==> config.mk <==
export PLATFORM = sky130hd
export DESIGN_NAME = row_decoder_flat
export DESIGN_NICKNAME = d
export VERILOG_FILES = /design/src/hw/bram_cfg_pkg.sv /design/src/hw/bram_tile_pkg.sv /design/src/hw/tile_ctrl_if.sv /design/src/hw/row_decoder.sv /design/src/flat_wrapper.sv
export SDC_FILE = /design/constraint.sdc
export NUM_CORES = 1
export LEC_CHECK = 0
export ABC_AREA = 1
export ABC_CLOCK_PERIOD_IN_PS = 800
export BUFFER_PORTS_ARGS = -buffer_cell sky130_fd_sc_hd__buf_4
export CAP_MARGIN = 25
export CELL_PAD_IN_SITES_DETAIL_PLACEMENT = 0
export CELL_PAD_IN_SITES_GLOBAL_PLACEMENT = 1
export CORE_MARGIN = 2
export CORE_UTILIZATION = 21
export CTS_CLUSTER_SIZE = 12
export DETAILED_ROUTE_END_ITERATION = 6
export PLACE_DENSITY = 0.73
export SKIP_LAST_GASP = 1
export SYNTH_ARGS = -nofsm -noshare
export SYNTH_HDL_FRONTEND = slang
export SYNTH_SLANG_ARGS = --single-unit
==> constraint.sdc <==
create_clock -name clk_rd -period 0.8 [get_ports clk_rd]
set_input_delay 0.04 -clock clk_rd [delete_from_list [all_inputs] [get_ports clk_rd]]
set_output_delay 0.04 -clock clk_rd [all_outputs]
set_load 0.05 [all_outputs]
==> src/hw/bram_cfg_pkg.sv <==
package bram_cfg_pkg;

    // ----------------------------------------------------------
    // read-out mode of the tiles
    // ----------------------------------------------------------
    typedef enum logic {
        OUT_DIRECT,         // data straight from the array latch
        OUT_REGISTERED      // extra output register stage
    } out_mode_t;

    // cycles from a sampled read to data on q
    function automatic int read_latency(input out_mode_t mode);
        if (mode == OUT_REGISTERED) begin
            return 2;
        end
        return 1;
    endfunction

endpackage

==> src/hw/bram_tile_pkg.sv <==
package bram_tile_pkg;

    // ----------------------------------------------------------
    // primitive tile geometry
    // ----------------------------------------------------------
    localparam int TILE_WIDTH     = 16;     // data bits per tile
    localparam int TILE_ADDR_BITS = 9;      // 512 words per tile

    // ----------------------------------------------------------
    // tiling arithmetic
    // ----------------------------------------------------------
    // tile columns needed to cover the data word
    function automatic int col_count(input int data_width);
        return (data_width + TILE_WIDTH - 1) / TILE_WIDTH;
    endfunction

    // tile rows needed to cover the address space
    function automatic int row_count(input int addr_width);
        if (addr_width > TILE_ADDR_BITS) begin
            return 2 ** (addr_width - TILE_ADDR_BITS);
        end
        return 1;
    endfunction

    // width of the last, possibly narrower, column
    function automatic int last_col_width(input int data_width);
        return data_width - TILE_WIDTH * (col_count(data_width) - 1);
    endfunction

    // row index width, never below one bit
    function automatic int row_sel_bits(input int rows);
        return (rows > 1) ? $clog2(rows) : 1;
    endfunction

endpackage

==> src/hw/tile_ctrl_if.sv <==
`timescale 1ns/1ps

interface tile_ctrl_if
    import bram_tile_pkg::*;
#(
    parameter int ROWS           = 4,
    parameter int TILE_ADDR_BITS = 9
);

    logic [ROWS-1:0]                 row_wen;       // one-hot write enable per row
    logic [TILE_ADDR_BITS-1:0]       tile_wr_addr;  // shared by all tiles
    logic [TILE_ADDR_BITS-1:0]       tile_rd_addr;  // live or held read address
    logic [row_sel_bits(ROWS)-1:0]   rd_sel;        // aligned with tile output

    // decoder side drives everything
    modport decoder (
        output row_wen, tile_wr_addr, tile_rd_addr, rd_sel
    );

    // tile grid only consumes
    modport array (
        input row_wen, tile_wr_addr, tile_rd_addr, rd_sel
    );

endinterface

==> src/hw/row_decoder.sv <==
`timescale 1ns/1ps

module row_decoder
    import bram_tile_pkg::*;
    import bram_cfg_pkg::*;
#(
    parameter int        ADDR_WIDTH = 11,
    parameter out_mode_t OUT_MODE   = OUT_REGISTERED
)(
    input  logic                  clk_rd,
    input  logic                  reset,
    input  logic                  wren,
    input  logic [ADDR_WIDTH-1:0] wraddress,
    input  logic                  rden,
    input  logic [ADDR_WIDTH-1:0] rdaddress,
    tile_ctrl_if.decoder          ctrl
);

    localparam int ROWS     = row_count(ADDR_WIDTH);
    localparam int SEL_BITS = row_sel_bits(ROWS);
    localparam int LATENCY  = read_latency(OUT_MODE);
    // address bits that land inside a tile
    localparam int LOW_BITS = (ADDR_WIDTH < TILE_ADDR_BITS) ? ADDR_WIDTH : TILE_ADDR_BITS;

    logic [SEL_BITS-1:0] wr_row;
    logic [SEL_BITS-1:0] rd_row;
    logic [LOW_BITS-1:0] rd_low_hold;   // last read offset
    logic [LOW_BITS-1:0] rd_low;
    logic [SEL_BITS-1:0] sel_q [LATENCY];

    // ----------------------------------------------------------
    // row field of the flat addresses
    // ----------------------------------------------------------
    generate
        if (ROWS > 1) begin : g_rows
            assign wr_row = wraddress[ADDR_WIDTH-1:TILE_ADDR_BITS];
            assign rd_row = rdaddress[ADDR_WIDTH-1:TILE_ADDR_BITS];
        end else begin : g_one_row
            assign wr_row = '0;
            assign rd_row = '0;
        end
    endgenerate

    // one-hot row write enable
    always_comb begin
        ctrl.row_wen = '0;
        if (wren) begin
            ctrl.row_wen[wr_row] = 1'b1;
        end
    end

    assign ctrl.tile_wr_addr = TILE_ADDR_BITS'(wraddress[LOW_BITS-1:0]);

    // ----------------------------------------------------------
    // read address hold and row select pipeline
    // ----------------------------------------------------------
    always_ff @(posedge clk_rd or posedge reset) begin
        if (reset) begin
            rd_low_hold <= '0;
            for (int i = 0; i < LATENCY; i++) begin
                sel_q[i] <= '0;
            end
        end else begin
            if (rden) begin
                rd_low_hold <= rdaddress[LOW_BITS-1:0];
                sel_q[0]    <= rd_row;      // row stays put while idle
            end
            for (int i = 1; i < LATENCY; i++) begin
                sel_q[i] <= sel_q[i-1];     // follows the tile out reg
            end
        end
    end

    assign rd_low            = rden ? rdaddress[LOW_BITS-1:0] : rd_low_hold;
    assign ctrl.tile_rd_addr = TILE_ADDR_BITS'(rd_low);
    assign ctrl.rd_sel       = sel_q[LATENCY-1];

endmodule

==> src/flat_wrapper.sv <==
// flat-port wrapper written by rule: the top's interface ports become plain ports
module row_decoder_flat import bram_tile_pkg::*; import bram_cfg_pkg::*;
#(
    parameter int        ADDR_WIDTH = 11,
    parameter out_mode_t OUT_MODE   = OUT_REGISTERED
)
  (clk_rd, reset, wren, wraddress, rden, rdaddress, ctrl_row_wen, ctrl_tile_wr_addr, ctrl_tile_rd_addr, ctrl_rd_sel);
  tile_ctrl_if ctrl_i ();
  input  logic clk_rd;
  input  logic reset;
  input  logic wren;
  input  logic [ADDR_WIDTH-1:0] wraddress;
  input  logic rden;
  input  logic [ADDR_WIDTH-1:0] rdaddress;
  output wire logic [$bits(ctrl_i.row_wen)-1:0] ctrl_row_wen;
  output wire logic [$bits(ctrl_i.tile_wr_addr)-1:0] ctrl_tile_wr_addr;
  output wire logic [$bits(ctrl_i.tile_rd_addr)-1:0] ctrl_tile_rd_addr;
  output wire logic [$bits(ctrl_i.rd_sel)-1:0] ctrl_rd_sel;
  assign ctrl_row_wen = ctrl_i.row_wen;
  assign ctrl_tile_wr_addr = ctrl_i.tile_wr_addr;
  assign ctrl_tile_rd_addr = ctrl_i.tile_rd_addr;
  assign ctrl_rd_sel = ctrl_i.rd_sel;
  row_decoder #(.ADDR_WIDTH(ADDR_WIDTH), .OUT_MODE(OUT_MODE)) u_core (.clk_rd(clk_rd), .reset(reset), .wren(wren), .wraddress(wraddress), .rden(rden), .rdaddress(rdaddress), .ctrl(ctrl_i));
endmodule
==> flow_summary.toml <==
[cells_and_area]
stdcell_count = 126
final_util = 0.3301
fillCellCount = 310
drive_gt1_frac = 0.5158
multi_input_area_um2 = 176.4
area_growth_pct = 52.13
n_antenna_cell = 0
final_common_cell = "nand2_1"
nNetsFinal = 122
ff_latch_area_um2 = 325.3
mostFrequentLayoutCells = "23 x nand2_1, 21 x buf_4, 13 x dfrtp_1, 12 x nand2_2, 11 x buf_6"

[timing]
rsz0062_at_grt = "true"
hold_violations = 2
fin_tns_setup_ns = -1.516
setup_viol = 11
finClkSkew_ns = 0.0001120
relSlewSlack = 0.6739
final.min_clock_period_ns = 0.9668
fmax_ghz = 1.034
slew_violations = 0
worst_pin_slew_ns = 0.4886
hold_slack_ns = -0.006549
min_period_over_period = 1.209
fin_ws_ns = -0.1668

[placement]
dp.cells = 119
portBuffers = 31
gp_congestion = 0.6495
dpl_worst_slack_ns = 0.08693

[synth]
synth_seq_cells = 13
ys_warn_count = 0
synth_area_um2 = 588.1
yosysSeqAreaShare = 0.5532
syn_nets = 95
synth_area_per_cell_um2 = 8.523
syn_inst = 69
yosysUniqueCellTypes = 7

[power]
p_leak_uw = 0.0004869
internal_power_uw = 1101
p_per_area_mw_per_mm2 = 1870
ir_drop_mv = 0.7509
p_comb_frac = 0.321
pwr-share-clk = 0.240
sw_frac_of_total = 0.3418
power_frac_seq = 0.439
p_sw_uw = 571.8

[floorplan]
die_h_um = 56.92
die_area_mm2 = 0.003239
initial_core_util = 0.2170
ioPinCount = 50
core-area_mm2 = 0.002710
rows = 19
die-width_um = 56.92

[routing]
post_drt_wl_per_cell_um = 10.02
dr.pass1.iters = 4
drt-total-wl_mm = 1.262
via_per_inst = 3.873
routed-via-count = 488
drt_iter0_markers = 11
drt_drc_violations_left = 0
ant_nets = 0

[setup_path]
cp_slowest_cell = "dfrtp_1"
path_cells = "nand2_1 > nand2_2 > buf_6"
cp.depth = 3
cp-end-kind = "primary output"
cp_max_fo = 2
crit_arrival_ns = 0.93
worstSetupPathType = "flip-flop to primary output"
cp-startpoint = "u_core.rd_low_hold[2]"
max_stage_delay_ns = 0.36
cp-start-kind = "flip-flop"
worstPathRequired_ns = 0.76
r2r_start = "u_core.rd_low_hold[0]"
rr_worst_depth = 2
cp_top_family = "flip-flops"
cp_num_buf_inv = 1

[grt]
antenna_found_initial = 0
grtUsageMet2 = 0.1314
grt_use_total = 0.08483
use_met3 = 0.03687
grt_overflow = 0
busiest_layer = "met2"
grt_pass1_wl_mm = 2.083
grt_max_degree = 14
grtUsageMet1 = 0.1010
grt_pass1_vias = 480

[clocking]
clockBufferDepth = 2
cts_setup_buffers = 0
clk_latency_ns = 0.27
path_clk_slew_ns = 0.09
htreeDepth = 1
cts_buffers = 3
cts_root_buf = "clkbuf_4"
clock-sinks = 13
cts_tree = "yes"
hold_buffers = 3

[flow_run]
max_cap_violations = 0

[worst_hold_path]
holdCritStartpoint = "rdaddress[6]"
hp-class = "input port to flip-flop"
worstHoldPathCells = 3

[outcome]
violations = "hold timing, setup timing"
status = "complete, but fails checks"
==> state kept, by name, summed over array words and instances, names as in the netlist <==
name	count
u_core.sel_q	2
u_core.ctrl.rd_sel	2
u_core.rd_low_hold	9
==> through the flow <==
step / cell area (um^2) / hold slack, ns / total power, uW
after global routing: 894.6 / -0.01012 / 1768
after detailed placement: 788.3 / 0.08037 / 1233
final: 894.6 / -0.006549 / 1673
after floorplan: 610.6 / -0.08304 / 1195
after CTS: 887.1 / -0.01502 / 1698
after global placement: 788.3 / 0.08037 / 1227
==> cells in the mapped netlist <==
master,n,area (um^2)
nand2_1,35,131.4
dfrtp_1,13,325.3
nor2_1,4,15.01
inv_2,1,3.750
inv_1,3,11.26
buf_4,12,90.09
buf_6,1,11.26
==> cell type report <==
class,count,share of cell area
flip-flops and latches,13,0.3636
repair buffers,35,0.3483
multi-input cells,39,0.1972
well taps,31,0.04336
clock buffers,3,0.02517
inverters,4,0.01678
clock inverters,1,0.005594
==> path summary, 6_finish.rpt <==
kind	endpoint	slack, ns
max in group asynchronous	u_core.rd_low_hold[7]	0.12
hold reg to reg	u_core.ctrl.rd_sel[1]	0.38
min in group asynchronous	u_core.rd_low_hold[5]	0.34
hold / removal	u_core.rd_low_hold[6]	-0.007
setup / recovery	ctrl_tile_rd_addr[2]	-0.17
setup reg to reg	u_core.rd_low_hold[0]	0.19
==> metal layers <==
layer	wire [um]	vias to the layer above
met3	142	0
met5	0	-
met1	488	223
li1	-	245
met2	631	20
met4	0	0
==> power groups by stage <==
stage               registers (uW)  logic, uW  clock network, uW
floorplan                      740        455                  0
detailed placement             744        489                  0
CTS                            733        541                424
finish                         734        537                401
global placement               743        484                  0
global route                   740        569                458
==> logic make-up (layout without fill, tap and decap cells) <==
kind of cell	count (synthesis)	in the layout	share of synthesized area
buffers and inverters	17	43	0.1979
DFF	13	13	0.5532
and+or+nand+nor	39	39	0.2489
==> worst register-to-register path, stage by stage, from the launching register on <==
cell	delay (ns)
dfrtp_1	0.38
nand2_2	0.07
nand2_2	0.06
==> what timing repair did <==
item | 4_1_cts | 5_1_grt
resized for setup | 11 | 3
endpoints found under the hold margin | 22 | 6
endpoints found under the setup margin | 11 | 11
Note: power is estimated with default switching activity, not from simulation.
